File: src/hdl/rvPkg.sv
// Widths and encodings shared by the RV32I core RTL, referenced by scoped name from each module
`default_nettype none

package rvPkg;

    // Data path width and register index width
    localparam int xlen = 32;
    localparam int regAddrBits = 5;

    // Data memory is word addressed
    localparam int memWords = 64;
    localparam int memAddrBits = 6;

    // Major opcodes of the supported subset, RV32I encodings
    typedef enum logic [6:0] {
        // Load upper immediate
        opLui   = 7'b0110111,
        // Add upper immediate to PC
        opAuipc = 7'b0010111,
        // LW only
        opLoad  = 7'b0000011,
        // SW only
        opStore = 7'b0100011,
        // Register-immediate ALU group
        opImm   = 7'b0010011,
        // Register-register ALU group
        opReg   = 7'b0110011
    } opcodeT;

    // ALU operations chosen by decode and carried out in execute
    typedef enum logic [3:0] {
        aluAdd   = 4'd0,
        aluSub   = 4'd1,
        aluSll   = 4'd2,
        aluSlt   = 4'd3,
        aluSltu  = 4'd4,
        aluXor   = 4'd5,
        aluSrl   = 4'd6,
        aluSra   = 4'd7,
        aluOr    = 4'd8,
        aluAnd   = 4'd9,
        // Operand B straight through, used by LUI
        aluPassB = 4'd10
    } aluOpT;

endpackage

`default_nettype wire

File: src/hdl/dataMem.sv
// Word-addressed data memory, combinational read and write at the rising edge
`default_nettype none

module dataMem (
    input  wire                             clock,
    input  wire  [rvPkg::memAddrBits-1:0]   memAddr,
    input  wire                             memWrEn,
    input  wire  [rvPkg::xlen-1:0]          memWrData,
    output logic [rvPkg::xlen-1:0]          memRdData
);

    // Storage array, undefined until written
    logic [rvPkg::xlen-1:0] mem [rvPkg::memWords];

    // Whole-word write only
    always_ff @(posedge clock)
    begin
        if (memWrEn)
            mem[memAddr] <= memWrData;
    end

    // Load data is ready in the same cycle
    assign memRdData = mem[memAddr];

endmodule

`default_nettype wire

File: config.mk
export PLATFORM = sky130hd
export DESIGN_NAME = dataMem
export DESIGN_NICKNAME = d
export VERILOG_FILES = /design/src/hdl/rvPkg.sv /design/src/hdl/dataMem.sv
export SDC_FILE = /design/constraint.sdc
export NUM_CORES = 2
export LEC_CHECK = 0
export BUFFER_PORTS_ARGS = -buffer_cell sky130_fd_sc_hd__buf_2
export CORE_ASPECT_RATIO = 1.1
export CORE_MARGIN = 10
export CORE_UTILIZATION = 63
export DETAILED_ROUTE_END_ITERATION = 10
export PLACE_DENSITY_LB_ADDON = 0.08
export SLEW_MARGIN = 10
export SYNTH_ARGS = -nofsm -noshare
export SYNTH_HDL_FRONTEND = slang
export SYNTH_SLANG_ARGS = --single-unit
File: constraint.sdc
create_clock -name clock -period 4.7 [get_ports clock]
set_clock_uncertainty 0.2 [all_clocks]
set_input_delay 0.235 -clock clock [delete_from_list [all_inputs] [get_ports clock]]
set_output_delay 0.235 -clock clock [all_outputs]
set_load 0.05 [all_outputs]
==> results.yml <==
floorplanning:
  die_area_um2: 139000
  die_h_um: 390
  start_util: 0.635
  fp-row-count: 135
  core-area_um2: 123000
  die_x_um: 356
  ioPinCount: 72
layout:
  register_area_um2: 61500
  final_cells: 6233
  fin_nets: 4477
  fillers: 7505
  multiInputGateArea_um2: 16000
  area_delta_synth_final_pct: 13.3
  drive_gt1_frac: 0.193
  largest_reg_flops: 2048
  largest-register: "mem"
  stdcell_area_um2: 88700
  fin_util: 0.720
  largest_registers: "mem x2048"
timing:
  clock.fmax_ghz: 0.217
  rsz0062_at_grt: "false"
  worst_pin_slew_ns: 1.32
  slew_headroom: 0.121
  setup_ws_ns: 0.0930
  layout_min_cycle_time_ns: 4.61
  drv_slew: 0
  hold_viol_final: 0
  fin_crit_sh: 0.980
  setup_viol_count_final: 0
  tns_ns: 0
detailed_routing:
  drcViolationCount: 0
  wl_um: 210000
  wire_per_inst_um: 33.6
  via_per_inst: 6.98
  postRouteAntennaNets: 0
  initialDrtViolationCount: 6074
  dr.pass1.iters: 7
  via_count: 43516
critical_path:
  cp-end-kind: "output pin"
  start_kind: "input port"
  crit_type: "in -> out"
  worst_ep_arrival_time_ns: 4.17
  crit_required_ns: 4.26
  path_max_fanout: 66
pwr:
  ir_worst_vdd_v: 0.000399
  power_density_nw_per_um2: 419
  power.leakage_nw: 28.7
global_routing:
  antenna_found_initial: 20
  grt_pass1_vias: 41829
  grt_max_degree: 107
  grt_pass1_wl_um: 301000
  grtUsageTotal: 0.300
  globalRouteOverflowTotal: 0
synthesis:
  postSynthCellCount: 4207
  avgSynthCellArea_um2: 18.6
  synth_top_area_cell: "edfxtp_1"
  synth_ff_type: "edfxtp_1"
  synth.distinct_cells: 55
  synth_top_cell_area_share: 0.786
  ys_warn_count: 0
  syn_nets: 4247
  ys_seq_area_frac: 0.786
  async_flop_share: 0
  synth_area_leaders: "edfxtp_1 79%, mux2i_1 3.3%, mux4_2 2.8%"
  ys_ff_latch: 2048
  syn_area_um2: 78300
  synth_edf_count: 2048
clock_tree:
  clkTransAtPathRegs_ns: 0.06
  cts_tree: "yes"
  post_cts_buffers: 0
  cts-root-buf: "clkbuf_16"
  clock_path_buffers: 3
  cts_sinks: 2048
  cts-htree-levels: 4
  cts_buffers: 192
placed_design:
  placed_area_um2: 82600
  globalplace.congestion: 0.856
  dpl.hpwl_um: 121000
  pre_cts_slack_ns: 0.225
  place_inst: 5859
  port_buffers: 71
status:
  outcome: "completed"
run:
  max_cap_viol_count: 0
worst_hold_path:
  min_path_cells: 1
  hold_class: "in -> reg"
## power breakdown
group          total, W  internal [W]  switching, W  leakage [nW]
combinational   0.00230      0.000698       0.00161          7.38
clock            0.0146       0.00816       0.00648          2.87
sequential       0.0203        0.0202     0.0000275          18.4
total            0.0372        0.0291       0.00811          28.7
## cell families after synthesis
logic type	after synthesis	share of synthesized area
flops	2048	0.786
compound gates	933	0.0873
mux	502	0.0819
simple gates	424	0.0283
buf+inv	300	0.0170
## cell usage after synthesis (3+ instances only)
master	instances
edfxtp_1	2048
mux2i_1	259
a22oi_1	188
a221oi_1	175
clkbuf_1	168
mux2_2	147
nor2_1	145
a21oi_1	121
mux4_2	96
o22ai_1	93
and3_1	85
o21ai_0	84
buf_2	83
o22a_1	70
a22o_1	66
nand3_1	54
a31oi_1	43
buf_1	33
nand2_1	28
nor3_1	22
nand2b_1	18
a211oi_1	17
a222oi_1	16
a2111oi_0	15
a221o_1	15
o2bb2ai_1	15
or4_1	15
nor4_1	14
or4b_1	14
buf_4	8
nor2b_1	8
o221ai_1	6
and2_1	5
or3_1	4
buf_12	3
nand4_1	3
## layout make-up
class / count / area share
clock buffers: 238 / 0.0571
flip-flops and latches: 2048 / 0.693
repair buffers: 334 / 0.0365
well taps: 1644 / 0.0232
inverters: 2 / 0.000169
diodes: 5 / 0.000141
clock inverters: 103 / 0.00901
multi-input cells: 1859 / 0.181
## timing repair
item,in CTS,in global routing
gates resized for setup,0,0
hold endpoints to repair,1479,0
hold buffers,28,0
## critical path: stages
cell,delay (ns)
buf_8,0.25
buf_4,0.32
nor2_4,0.85
buf_4,0.57
a222oi_1,0.20
nand2b_1,0.17
a21oi_1,0.53
or4_1,0.47
buf_2,0.36
## metal layers
metal	wire length (µm)	global-route usage	up-vias
met5	148	0	-
met4	6100	0.0895	22
met3	24200	0.0666	393
met2	99000	0.463	2723
met1	80200	0.433	22374
li1	-	-	18004
## placed cells by master (no fill, tap or decap), drive strengths merged, types with 15 or more instances in the layout
cell	count
a2111oi	15
a31oi	43
o22ai	93
clkbuf	238
nor3	22
dlygate4sd3	28
a222oi	16
buf	306
o22a	70
or4	15
clkinv	82
a21oi	121
a221o	15
a22o	66
o21ai	85
and3	85
nand2b	18
nand3	54
mux2i	259
o2bb2ai	15
a211oi	17
nand2	28
a221oi	175
a22oi	188
nor2	145
mux2	147
mux4	96
edfxtp	2048
## per-stage QoR
stage | power [W] | hold WS [ns]
floorplan | 0.0218 | 0.134
global placement | 0.0229 | 0.435
detailed placement | 0.0229 | 0.439
CTS | 0.0373 | 0.00143
global route | 0.0381 | 0.0580
finish | 0.0372 | 0.0224
## path summary, 6_finish.rpt
check                    startpoint      endpoint
worst max-delay path     memAddr[0]  memRdData[5]
worst min-delay path  memWrData[23]   mem[18][23]
Note: power is estimated with default switching activity, not from simulation.
