$ cat config.mk
export PLATFORM = sky130hd
export DESIGN_NAME = execute
export DESIGN_NICKNAME = d
export VERILOG_FILES = /design/src/hdl/rvPkg.sv /design/src/hdl/execute.sv
export SDC_FILE = /design/constraint.sdc
export NUM_CORES = 1
export LEC_CHECK = 0
export BUFFER_PORTS_ARGS = -buffer_cell sky130_fd_sc_hd__buf_2
export CORE_MARGIN = 5
export CORE_UTILIZATION = 50
export CTS_BUF_LIST = sky130_fd_sc_hd__clkbuf_4
export CTS_CLUSTER_DIAMETER = 30
export DETAILED_ROUTE_END_ITERATION = 8
export PLACE_DENSITY = 0.8
export REMOVE_ABC_BUFFERS = 1
export SYNTH_ARGS = -nofsm -noshare
export SYNTH_HDL_FRONTEND = slang
export SYNTH_SLANG_ARGS = --single-unit
export TNS_END_PERCENT = 30
$ cat constraint.sdc
create_clock -name clock -period 6.5 [get_ports clock]
set_input_delay 1.3 -clock clock [delete_from_list [all_inputs] [get_ports clock]]
set_output_delay 1.3 -clock clock [all_outputs]
set_load 0.01 [all_outputs]
$ cat src/hdl/rvPkg.sv
// Widths and encodings shared by the RV32I core RTL, referenced by scoped name from each module
`default_nettype none

package rvPkg;

    // Data path width and register index width
    localparam int xlen = 32;
    localparam int regAddrBits = 5;

    // Data memory is word addressed
    localparam int memWords = 64;
    localparam int memAddrBits = 6;

    // Major opcodes of the supported subset, RV32I encodings
    typedef enum logic [6:0] {
        // Load upper immediate
        opLui   = 7'b0110111,
        // Add upper immediate to PC
        opAuipc = 7'b0010111,
        // LW only
        opLoad  = 7'b0000011,
        // SW only
        opStore = 7'b0100011,
        // Register-immediate ALU group
        opImm   = 7'b0010011,
        // Register-register ALU group
        opReg   = 7'b0110011
    } opcodeT;

    // ALU operations chosen by decode and carried out in execute
    typedef enum logic [3:0] {
        aluAdd   = 4'd0,
        aluSub   = 4'd1,
        aluSll   = 4'd2,
        aluSlt   = 4'd3,
        aluSltu  = 4'd4,
        aluXor   = 4'd5,
        aluSrl   = 4'd6,
        aluSra   = 4'd7,
        aluOr    = 4'd8,
        aluAnd   = 4'd9,
        // Operand B straight through, used by LUI
        aluPassB = 4'd10
    } aluOpT;

endpackage

`default_nettype wire

$ cat src/hdl/execute.sv
// Execute and writeback stage, operand select, ALU, memory access and registered writeback
`default_nettype none

module execute (
    input  wire                             clock,
    input  wire                             rst,
    input  wire                             exValid,
    input  wire  rvPkg::aluOpT              exAluOp,
    input  wire                             exUsePc,
    input  wire                             exUseImm,
    input  wire  [rvPkg::xlen-1:0]          exImm,
    input  wire  [rvPkg::xlen-1:0]          exPc,
    input  wire  [rvPkg::regAddrBits-1:0]   exRd,
    input  wire  [rvPkg::regAddrBits-1:0]   exRs1,
    input  wire  [rvPkg::regAddrBits-1:0]   exRs2,
    input  wire                             exRegWrite,
    input  wire                             exMemRead,
    input  wire                             exMemWrite,
    input  wire                             exIllegal,
    input  wire  [rvPkg::xlen-1:0]          rdData1,
    input  wire  [rvPkg::xlen-1:0]          rdData2,
    input  wire  [rvPkg::xlen-1:0]          memRdData,
    output logic [rvPkg::regAddrBits-1:0]   rdAddr1,
    output logic [rvPkg::regAddrBits-1:0]   rdAddr2,
    output logic                            wrEn,
    output logic [rvPkg::regAddrBits-1:0]   wrAddr,
    output logic [rvPkg::xlen-1:0]          wrData,
    output logic [rvPkg::memAddrBits-1:0]   memAddr,
    output logic                            memWrEn,
    output logic [rvPkg::xlen-1:0]          memWrData,
    output logic                            wbValid,
    output logic [rvPkg::regAddrBits-1:0]   wbRd,
    output logic [rvPkg::xlen-1:0]          wbData,
    output logic                            illegal
);

    // ALU inputs and result
    logic [rvPkg::xlen-1:0] operandA;
    logic [rvPkg::xlen-1:0] operandB;
    logic [rvPkg::xlen-1:0] aluResult;
    logic [4:0]             shamt;

    // Register reads come straight from the decoded indices
    assign rdAddr1 = exRs1;
    assign rdAddr2 = exRs2;

    // PC feeds operand A for AUIPC
    assign operandA = exUsePc ? exPc : rdData1;
    assign operandB = exUseImm ? exImm : rdData2;
    assign shamt    = operandB[4:0];

    always_comb
    begin
        case (exAluOp)
            rvPkg::aluAdd:   aluResult = operandA + operandB;
            rvPkg::aluSub:   aluResult = operandA - operandB;
            rvPkg::aluSll:   aluResult = operandA << shamt;
            rvPkg::aluSlt:
                aluResult = {{(rvPkg::xlen-1){1'b0}},
                             ($signed(operandA) < $signed(operandB))};
            rvPkg::aluSltu:
                aluResult = {{(rvPkg::xlen-1){1'b0}}, (operandA < operandB)};
            rvPkg::aluXor:   aluResult = operandA ^ operandB;
            rvPkg::aluSrl:   aluResult = operandA >> shamt;
            // Arithmetic shift keeps the sign bit
            rvPkg::aluSra:   aluResult = $unsigned($signed(operandA) >>> shamt);
            rvPkg::aluOr:    aluResult = operandA | operandB;
            rvPkg::aluAnd:   aluResult = operandA & operandB;
            default:         aluResult = operandB;
        endcase
    end

    // Byte address bits 7 to 2 select the word
    assign memAddr   = aluResult[rvPkg::memAddrBits+1:2];
    assign memWrData = rdData2;
    assign memWrEn   = exValid & exMemWrite;

    // Load data or ALU result goes back to the register file
    assign wrEn   = exValid & exRegWrite;
    assign wrAddr = exRd;
    assign wrData = exMemRead ? memRdData : aluResult;

    // Writeback strobes, same edge as the register and memory writes
    always_ff @(posedge clock)
    begin
        if (rst)
        begin
            wbValid <= 1'b0;
            illegal <= 1'b0;
        end
        else
        begin
            wbValid <= wrEn;
            illegal <= exValid & exIllegal;
        end
    end

    // Writeback payload
    always_ff @(posedge clock)
    begin
        wbRd   <= wrAddr;
        wbData <= wrData;
    end

endmodule

`default_nettype wire

==> metrics.md <==
| Metric | Value |
|---|---|
| Outcome | finished clean |
| Post-synthesis cell type count | 83 |
| DRT Pass-1 Iters | 6 |
| Routed len/inst | 25.7 um |
| Placed cell areas | 13,000 um^2 |
| Synth top cells by count | a21oi_1, nor2_1, mux2i_1 |
| Commonest register cell after synthesis | dfxtp_1 |
| CP top delay family | compound AO/OA/AOI/OAI gates |
| GRT Util Overall | 39.7% |
| IO Port Bufs | 293 |
| Dpl ws | -0.165 ns |
| Clock transition at path regs | 0.16 ns |
| Die height | 161 um |
| CP Data Required Time | 5.20 ns |
| Cell area after layout | 13,200 um^2 |
| Worst Slack Setup Final | 0.146 ns |
| Hold slack | 0.981 ns |
| Clk buf depth | 2 |
| I/O pin count | 314 |
| CP endpoint kind | primary output |
| Post-Route WL | 54,800 um |
| Seq cells post-synth | 39 |
| Setup TNS | 0 ns |
| Placed Cells | 2,126 |
| CTS tree | yes |
| Post-synth top area cell | mux2i_1 |
| Residual DRC | 0 |
| Pleak | 6.15 nW |
| Most frequent cell after synthesis | a21oi_1 |
| Cts bufs inserted | 5 |
| CP max stage delay | 0.46 ns |
| Die ar. | 25,800 um^2 |
| Total grt overflow | 0 |
| Min Tclk post-route | 6.35 ns |
| Hold-fix buffers, CTS | 0 |
| Slew HR | 30.8% |
| Total power | 1.98 mW |
| Post-route ant nets | 0 |
| Slew Limit Fails | 0 |
| Worst-path cell chain | buf_2 > buf_12 > buf_12 > mux2_2 > inv_1 > ha_1 > inv_1 > a21oi_1 > o31ai_1 > or4_1 > a31oi_1 > o21ai_0 > o21ai_0 > nor4b_1 > nor4_2 > buf_2 |
| Mapped Avg Cell Area | 6.99 um^2 |
| Root buf cell | clkbuf_4 |
| Startpoint types | primary input |
| Fmax | 157 MHz |
| Initial core utilization | 50.4% |
| Top post-synthesis cells by area | mux2i_1, ha_1, a21oi_1 |
| Yosys warns | 0 |
| Worst Tran Pin Value | 1.04 ns |
| NumNets Final | 2,137 |
| Row count | 55 |
| Worst path bufs/invs | 6 |
| DR vias/cell | 6.65 |
| RSZ-0062 raised after global routing | yes |
| CTS H-tree depth | 2 |
| Largest net degree at the start of global routing | 70 |
| Pwr/cell area | 150 nW/um^2 |
| Vias in the first global route | 13,275 |
| Async set-or-reset flop fraction in the synthesized netlist | 0% |
| Core ar. | 22,500 um^2 |
| Die X | 161 um |
| Crit path DAT | 5.05 ns |
| Final core occ | 58.8% |
| Peak supply drop | 152 uV |
| First-pass GRT wire length | 80,600 um |
| Cell Area, Synth | 11,300 um^2 |
| Clock sink total | 39 |
| EDFF count, synth | 0 |
| Synth Instances | 1,623 |
| Placer Congestion | 1.05 |
| Final hold violations | 0 |
| Share of layout cells above drive strength 1 | 26.6% |
| Max Cap Viol | 0 |
| Drt first-iter violations | 1,923 |
| Dpl hpwl | 42,900 um |
| Hold crit path type | in -> reg |
| Worst Path Max Fanout | 18 |
| Crit-path slowest cell | or4_1 |
| Antenna diodes | 0 |
| Final std cells w/o fill | 2,134 |
| Via count | 14,181 |
| Share of the synthesized area in the top cell type | 13.3% |
| Critical path class | in -> out |
| Endpoints failing setup | 0 |
| Seq/Total Area, Yosys | 6.88% |
| Area Growth Syn to Fin | 16.6% |
| Initial antenna violation count | 0 |
| Period utilisation layout | 97.8% |
state kept, by name, summed over array words and instances, names as in the netlist:
signal and count:
illegal 1, wbData 32, wbRd 5, wbValid 1
placed cells by master (no fill, tap or decap), drive strengths merged, types with 11 or more instances in the layout:
| master | instances |
|---|---|
| buf | 384 |
| a21oi | 178 |
| mux2i | 166 |
| nor2 | 160 |
| nand2 | 134 |
| o21ai | 101 |
| ha | 98 |
| inv | 97 |
| o211ai | 46 |
| nand3 | 40 |
| mux2 | 39 |
| dfxtp | 39 |
| nor3 | 38 |
| a211oi | 24 |
| a31oi | 22 |
| a221oi | 19 |
| a21o | 16 |
| o21bai | 16 |
| o31ai | 15 |
| nand2b | 12 |
| a22oi | 12 |
| nand4 | 12 |
| a2111oi | 11 |
| nor4 | 11 |
report_power, final:
part | internal, mW | switching (mW)
sequential | 0.267 | 0.00559
clock | 0.0835 | 0.121
combinational | 0.542 | 0.961
metal layers:
layer | global-route usage [%] | wire, um | vias to the layer above
met5 | 0 | 0 | -
met4 | 18.1 | 2880 | 0
met3 | 7.13 | 5840 | 184
met2 | 63.2 | 24200 | 1007
met1 | 52.3 | 21800 | 6597
li1 | - | - | 6393
layout make-up:
type	instances	area [um^2]
multi-input combinational	1321	9450
fill	2248	9280
timing repair buffer	384	2190
sequential	39	781
inverter	98	370
tap	285	357
clock buffer	6	45.0
clock inverter	1	30.0
worst paths after layout:
path,from,end,cells past startpoint
worst max-delay path,exUseImm,wrData[31],16
worst min-delay path,exRd[3],wbRd[3]$_DFF_P_,1
logic make-up after synthesis:
| kind of cell | Yosys count | share of synthesized area, % |
|---|---|---|
| multiplexers | 208 | 20.2 |
| AO/OA/AOI/OAI | 544 | 31.4 |
| flip-flops | 39 | 6.88 |
| buffers and inverters | 263 | 11.3 |
| adder cells (fa/ha/maj) | 100 | 11.2 |
| XOR/XNOR | 7 | 0.540 |
| AND/OR/NAND/NOR | 462 | 18.5 |
repair_timing:
action / 4_1_cts / 5_1_grt
gates cloned: 0 / 0
pin swaps: 1 / 2
buffers inserted: 0 / 1
resized for setup: 2 / 23
setup endpoints to repair: 5 / 13
Note: power is estimated with default switching activity, not from simulation.
