## src/hdl/rvPkg.sv

```systemverilog
// Widths and encodings shared by the RV32I core RTL, referenced by scoped name from each module
`default_nettype none

package rvPkg;

    // Data path width and register index width
    localparam int xlen = 32;
    localparam int regAddrBits = 5;

    // Data memory is word addressed
    localparam int memWords = 64;
    localparam int memAddrBits = 6;

    // Major opcodes of the supported subset, RV32I encodings
    typedef enum logic [6:0] {
        // Load upper immediate
        opLui   = 7'b0110111,
        // Add upper immediate to PC
        opAuipc = 7'b0010111,
        // LW only
        opLoad  = 7'b0000011,
        // SW only
        opStore = 7'b0100011,
        // Register-immediate ALU group
        opImm   = 7'b0010011,
        // Register-register ALU group
        opReg   = 7'b0110011
    } opcodeT;

    // ALU operations chosen by decode and carried out in execute
    typedef enum logic [3:0] {
        aluAdd   = 4'd0,
        aluSub   = 4'd1,
        aluSll   = 4'd2,
        aluSlt   = 4'd3,
        aluSltu  = 4'd4,
        aluXor   = 4'd5,
        aluSrl   = 4'd6,
        aluSra   = 4'd7,
        aluOr    = 4'd8,
        aluAnd   = 4'd9,
        // Operand B straight through, used by LUI
        aluPassB = 4'd10
    } aluOpT;

endpackage

`default_nettype wire

```

## src/hdl/decode.sv

```systemverilog
// Registered decode stage, splits an accepted instruction into fields, immediate and controls
`default_nettype none

module decode (
    input  wire                              clock,
    input  wire                              rst,
    input  wire                              instrValid,
    input  wire  [31:0]                      instruction,
    output logic                             exValid,
    output rvPkg::aluOpT                     exAluOp,
    output logic                             exUsePc,
    output logic                             exUseImm,
    output logic [rvPkg::xlen-1:0]           exImm,
    output logic [rvPkg::xlen-1:0]           exPc,
    output logic [rvPkg::regAddrBits-1:0]    exRd,
    output logic [rvPkg::regAddrBits-1:0]    exRs1,
    output logic [rvPkg::regAddrBits-1:0]    exRs2,
    output logic                             exRegWrite,
    output logic                             exMemRead,
    output logic                             exMemWrite,
    output logic                             exIllegal
);

    // Raw instruction fields
    rvPkg::opcodeT                opcode;
    logic [rvPkg::regAddrBits-1:0] rd;
    logic [rvPkg::regAddrBits-1:0] rs1;
    logic [rvPkg::regAddrBits-1:0] rs2;
    logic [2:0]                    func3;
    logic [6:0]                    func7;

    // Immediate formats
    logic [rvPkg::xlen-1:0] immI;
    logic [rvPkg::xlen-1:0] immS;
    logic [rvPkg::xlen-1:0] immU;
    logic [rvPkg::xlen-1:0] immShamt;

    // Decoded controls before the output register
    rvPkg::aluOpT           aluOp;
    logic                   usePc;
    logic                   useImm;
    logic [rvPkg::xlen-1:0] imm;
    logic                   regWrite;
    logic                   memRead;
    logic                   memWrite;
    logic                   illegalOp;

    // Program counter of the next accepted instruction
    logic [rvPkg::xlen-1:0] pc;

    assign opcode = rvPkg::opcodeT'(instruction[6:0]);
    assign rd     = instruction[11:7];
    assign func3  = instruction[14:12];
    assign rs1    = instruction[19:15];
    assign rs2    = instruction[24:20];
    assign func7  = instruction[31:25];

    // Sign extended I and S, U already shifted by twelve
    assign immI     = {{20{instruction[31]}}, instruction[31:20]};
    assign immS     = {{20{instruction[31]}}, instruction[31:25], instruction[11:7]};
    assign immU     = {instruction[31:12], 12'b0};
    // Shift amount sits where rs2 would be
    assign immShamt = {{(rvPkg::xlen-5){1'b0}}, instruction[24:20]};

    always_comb
    begin
        aluOp     = rvPkg::aluAdd;
        usePc     = 1'b0;
        useImm    = 1'b0;
        imm       = immI;
        regWrite  = 1'b0;
        memRead   = 1'b0;
        memWrite  = 1'b0;
        illegalOp = 1'b0;
        case (opcode)
            rvPkg::opLui:
            begin
                aluOp    = rvPkg::aluPassB;
                useImm   = 1'b1;
                imm      = immU;
                regWrite = 1'b1;
            end
            rvPkg::opAuipc:
            begin
                usePc    = 1'b1;
                useImm   = 1'b1;
                imm      = immU;
                regWrite = 1'b1;
            end
            rvPkg::opLoad:
            begin
                // Word loads only
                if (func3 == 3'b010)
                begin
                    useImm   = 1'b1;
                    regWrite = 1'b1;
                    memRead  = 1'b1;
                end
                else
                    illegalOp = 1'b1;
            end
            rvPkg::opStore:
            begin
                if (func3 == 3'b010)
                begin
                    useImm   = 1'b1;
                    imm      = immS;
                    memWrite = 1'b1;
                end
                else
                    illegalOp = 1'b1;
            end
            rvPkg::opImm, rvPkg::opReg:
            begin
                useImm   = (opcode == rvPkg::opImm);
                regWrite = 1'b1;
                // Shifts by immediate take shamt instead of the I immediate
                if (func3 == 3'b001 || func3 == 3'b101)
                    imm = immShamt;
                case (func3)
                    // SUB exists only in the register group
                    3'b000:  aluOp = (opcode == rvPkg::opReg && func7[5]) ?
                                     rvPkg::aluSub : rvPkg::aluAdd;
                    3'b001:  aluOp = rvPkg::aluSll;
                    3'b010:  aluOp = rvPkg::aluSlt;
                    3'b011:  aluOp = rvPkg::aluSltu;
                    3'b100:  aluOp = rvPkg::aluXor;
                    3'b101:  aluOp = func7[5] ? rvPkg::aluSra : rvPkg::aluSrl;
                    3'b110:  aluOp = rvPkg::aluOr;
                    default: aluOp = rvPkg::aluAnd;
                endcase
            end
            default:
                illegalOp = 1'b1;
        endcase
        // Results aimed at x0 are dropped here
        if (rd == '0)
            regWrite = 1'b0;
    end

    // Control state, cleared on reset
    always_ff @(posedge clock)
    begin
        if (rst)
        begin
            exValid    <= 1'b0;
            exRegWrite <= 1'b0;
            exMemRead  <= 1'b0;
            exMemWrite <= 1'b0;
            exIllegal  <= 1'b0;
            pc         <= '0;
        end
        else
        begin
            exValid    <= instrValid;
            exRegWrite <= instrValid & regWrite;
            exMemRead  <= instrValid & memRead;
            exMemWrite <= instrValid & memWrite;
            exIllegal  <= instrValid & illegalOp;
            // PC only moves on accepted instructions
            if (instrValid)
                pc <= pc + 32'd4;
        end
    end

    // Payload, meaningful only alongside exValid
    always_ff @(posedge clock)
    begin
        exAluOp  <= aluOp;
        exUsePc  <= usePc;
        exUseImm <= useImm;
        exImm    <= imm;
        exPc     <= pc;
        exRd     <= rd;
        exRs1    <= rs1;
        exRs2    <= rs2;
    end

endmodule

`default_nettype wire

```

## config.mk

```make
export PLATFORM = sky130hd
export DESIGN_NAME = decode
export DESIGN_NICKNAME = d
export VERILOG_FILES = /design/src/hdl/rvPkg.sv /design/src/hdl/decode.sv
export SDC_FILE = /design/constraint.sdc
export NUM_CORES = 1
export LEC_CHECK = 0
export ABC_CLOCK_PERIOD_IN_PS = 4410
export BUFFER_PORTS_ARGS = -buffer_cell sky130_fd_sc_hd__buf_2
export CAP_MARGIN = 20
export CORE_UTILIZATION = 45
export CTS_CLUSTER_SIZE = 14
export DETAILED_ROUTE_END_ITERATION = 16
export MAX_ROUTING_LAYER = met4
export PLACE_DENSITY = 0.71
export SYNTH_ARGS = -nofsm -noshare
export SYNTH_HDL_FRONTEND = slang
export SYNTH_SLANG_ARGS = --single-unit
```

## constraint.sdc

```tcl
create_clock -name clock -period 4.41 [get_ports clock]
set_input_delay 0.882 -clock clock [delete_from_list [all_inputs] [get_ports clock]]
set_output_delay 0.882 -clock clock [all_outputs]
set_load 0.1 [all_outputs]
```

==> qor.txt <==
Slew headroom: 0.4883
CTS tree: yes
DRC Markers: 0
mapped cell area: 3638 um2
CP cell instances: buf_2, nor4bb_1, o211ai_1, and2_1, a21o_1
Sw Share: 0.2565
Post-Syn Instances: 326
Fin Setup TNS: 0 ps
Distinct cells, synth: 41
fin. max-slew vios: 0
pin count of the biggest net entering global routing: 34
initial antenna violation count: 0
Tmin final: 2367 ps
routed via count: 2,795
starting density of the core: 0.4684
area post-placement: 4303 um2
Hold Path Class: flip-flop to flip-flop
unrepaired setup endpoints after global routing: no
Core Rows: 32
CP Max Fanout: 20
crit start category: input pin
Critical Path AT: 2750 ps
placer's final routability congestion estimate: 0.7648
I/O pins: 125
commonest non-fill, non-tap cells in the layout: buf_2 (122), dfxtp_1 (118), nor2_1 (19), a21o_1 (19), a21oi_1 (18)
core region area: 7767 um2
final worst slack: 2043 ps
status: completed
Logic pwr share: 0.109
clock root cell: clkbuf_8
period utilisation layout: 0.5368
Final Cell Area: 4903 um2
Clock Power Share: 0.491
wire per inst: 13.83 um
RR Startpoint: pc[3]$_SDFFE_PP0P_
Die H: 91.92 um
Seq cells post-synth: 118
fin nets: 487
Clock transition at path regs: 50 ps
Iter 0 DRT Violations: 88
Post-CTS Resized: 0
pwr/cell area: 565.3 nW/um2
clock sink count: 118
final setup fails: 0
drt pass-1 iters: 4
Flop pwr share: 0.399
drt via density: 4.938
Max-Cap Viols: 0
die width: 91.92 um
H-tree depth: 4
cell internal pwr: 2.061 mW
Max Fclk: 422.4 MHz
crit path from: instruction[3]
Setup crit end kind: flip-flop
I/O Buffers: 122
Most used DFF post-synth: dfxtp_1
maximum VDD drop: 0.3258 mV
Worst R2R Setup Slack: 2130 ps
Psw: 710.9 uW
Worst path max stage delay: 590 ps
worst clock skew: 5.872 ps
first-pass GRT wire length: 12,350 um
pre-CTS setup slack: 1598 ps
most common cell after layout, fill and taps aside: buf_2
final WL: 7827 um
sequential fraction of the synthesis area: 0.6492
maximum root-to-sink buffer count: 2
hold slack: 368.7 ps
GRT Resource Usage Total: 0.1951
Final Hold Viols: 0
Req. time, crit path: 4790 ps
Post-synth EDFFs: 0
Util after Layout: 0.6313
dpl hpwl: 5200 um
vias in the first global route: 2,564
postcts setup bufs: 0
die area: 8449 um2
ys async rst share: 0
leak pwr: 2.228 nW
Worst-Margin Slew: 759.5 ps
syn avg cell area: 11.16 um2
hold buffer count at CTS: 0
area growth from synthesis to layout: 34.77%
Ys Warns: 0
antenna fix cells: 0
layout cell share with drive strength beyond 1: 0.3341
Hold Startpoint: pc[13]$_SDFFE_PP0P_
Final ANT Viol Nets: 0
slowest CP cell: nor4bb_1
Num CTS Buffers: 17
clk_lat worst skew: 490 ps
global route overflow: 0
Setup Crit Path Kind: input pin to flip-flop
-- path summary, 6_finish.rpt --
kind	end	cells past startpoint
worst max-delay path	exImm[20]$_DFF_P_	5
worst min-delay path	exPc[13]$_DFF_P_	0
worst min register to register	exPc[13]$_DFF_P_	0
worst max register to register	pc[20]$_SDFFE_PP0P_	5
-- cell type report --
type / instances / area, um2
fillers: 660 / 2864
flip-flops and latches: 118 / 2362
multi-input cells: 183 / 1165
repair buffers: 123 / 618.1
clock buffers: 24 / 480.5
well taps: 102 / 127.6
clock inverters: 8 / 120.1
inverters: 8 / 30.03
-- layer usage --
metal	vias up	global-route usage	share of wire
met5	-	-	0
met4	0	0.07943	0.0089
met3	4	0.06799	0.048
met2	75	0.3091	0.50
met1	1315	0.2263	0.44
li1	1401	-	-
-- kinds of logic (layout without fill, tap and decap cells) --
logic type	after synthesis	after routing	share of synthesized area
compound gates	71	71	0.1310
xor+xnor	10	10	0.02407
fa+ha+maj	1	1	0.003438
buf+inv	26	163	0.03163
flops	118	118	0.6492
mux	3	3	0.008941
other cells	1	2	0.001031
simple gates	96	96	0.1506
-- registers in the layout (all words and copies together) (netlist names) --
name / count
exAluOp: 4
exIllegal: 1
exImm: 32
exMemRead: 1
exMemWrite: 1
exPc: 30
exRd: 5
exRegWrite: 1
exRs1: 5
exRs2: 5
exUseImm: 1
exUsePc: 1
exValid: 1
pc: 30
-- power by group through the flow --
| stage | Combinational (mW) | Sequential [mW] | Clock [mW] |
|---|---|---|---|
| final | 0.304 | 1.11 | 1.36 |
| after floorplan | 0.0396 | 1.34 | 0 |
| after CTS | 0.304 | 1.11 | 1.38 |
| after global placement | 0.302 | 1.13 | 0 |
| after global routing | 0.313 | 1.11 | 1.44 |
| after detailed placement | 0.304 | 1.13 | 0 |
-- worst max-delay path: cells and delay by family --
kind	cells	cell delay, ps
and+or+nand+nor	2	1110
buffers and inverters	1	90
AOI/OAI and AO/OA	2	660
-- through the flow --
step	power, mW	instances
3_3_place_gp	1.430	534
3_5_place_dp	1.432	534
2_1_floorplan	1.375	327
5_1_grt	2.858	566
6_report	2.772	566
4_1_cts	2.790	566
-- Yosys cell counts (2+ instances only) --
cell | n | area (um2)
o31ai_1 | 13 | 97.59
nor3b_1 | 2 | 15.01
and2_1 | 10 | 62.56
clkbuf_1 | 12 | 45.04
nor3_1 | 4 | 20.02
nor2b_1 | 4 | 25.02
a21o_1 | 19 | 142.6
dfxtp_1 | 118 | 2362
nor4_1 | 2 | 12.51
mux2_2 | 2 | 22.52
nand3_1 | 7 | 35.03
nor2_1 | 19 | 71.32
or4_1 | 14 | 105.1
buf_4 | 2 | 15.01
o21ai_0 | 9 | 45.04
a211oi_1 | 2 | 15.01
inv_1 | 8 | 30.03
nand4_1 | 5 | 31.28
or3_1 | 6 | 37.54
nand2_1 | 12 | 45.04
buf_2 | 2 | 10.01
and4_1 | 3 | 26.28
a21oi_1 | 18 | 90.09
xnor2_1 | 5 | 43.79
a22o_1 | 5 | 43.79
and3_1 | 4 | 25.02
xor2_1 | 5 | 43.79
No activity file was read; power rests on OpenSTA's default activity.
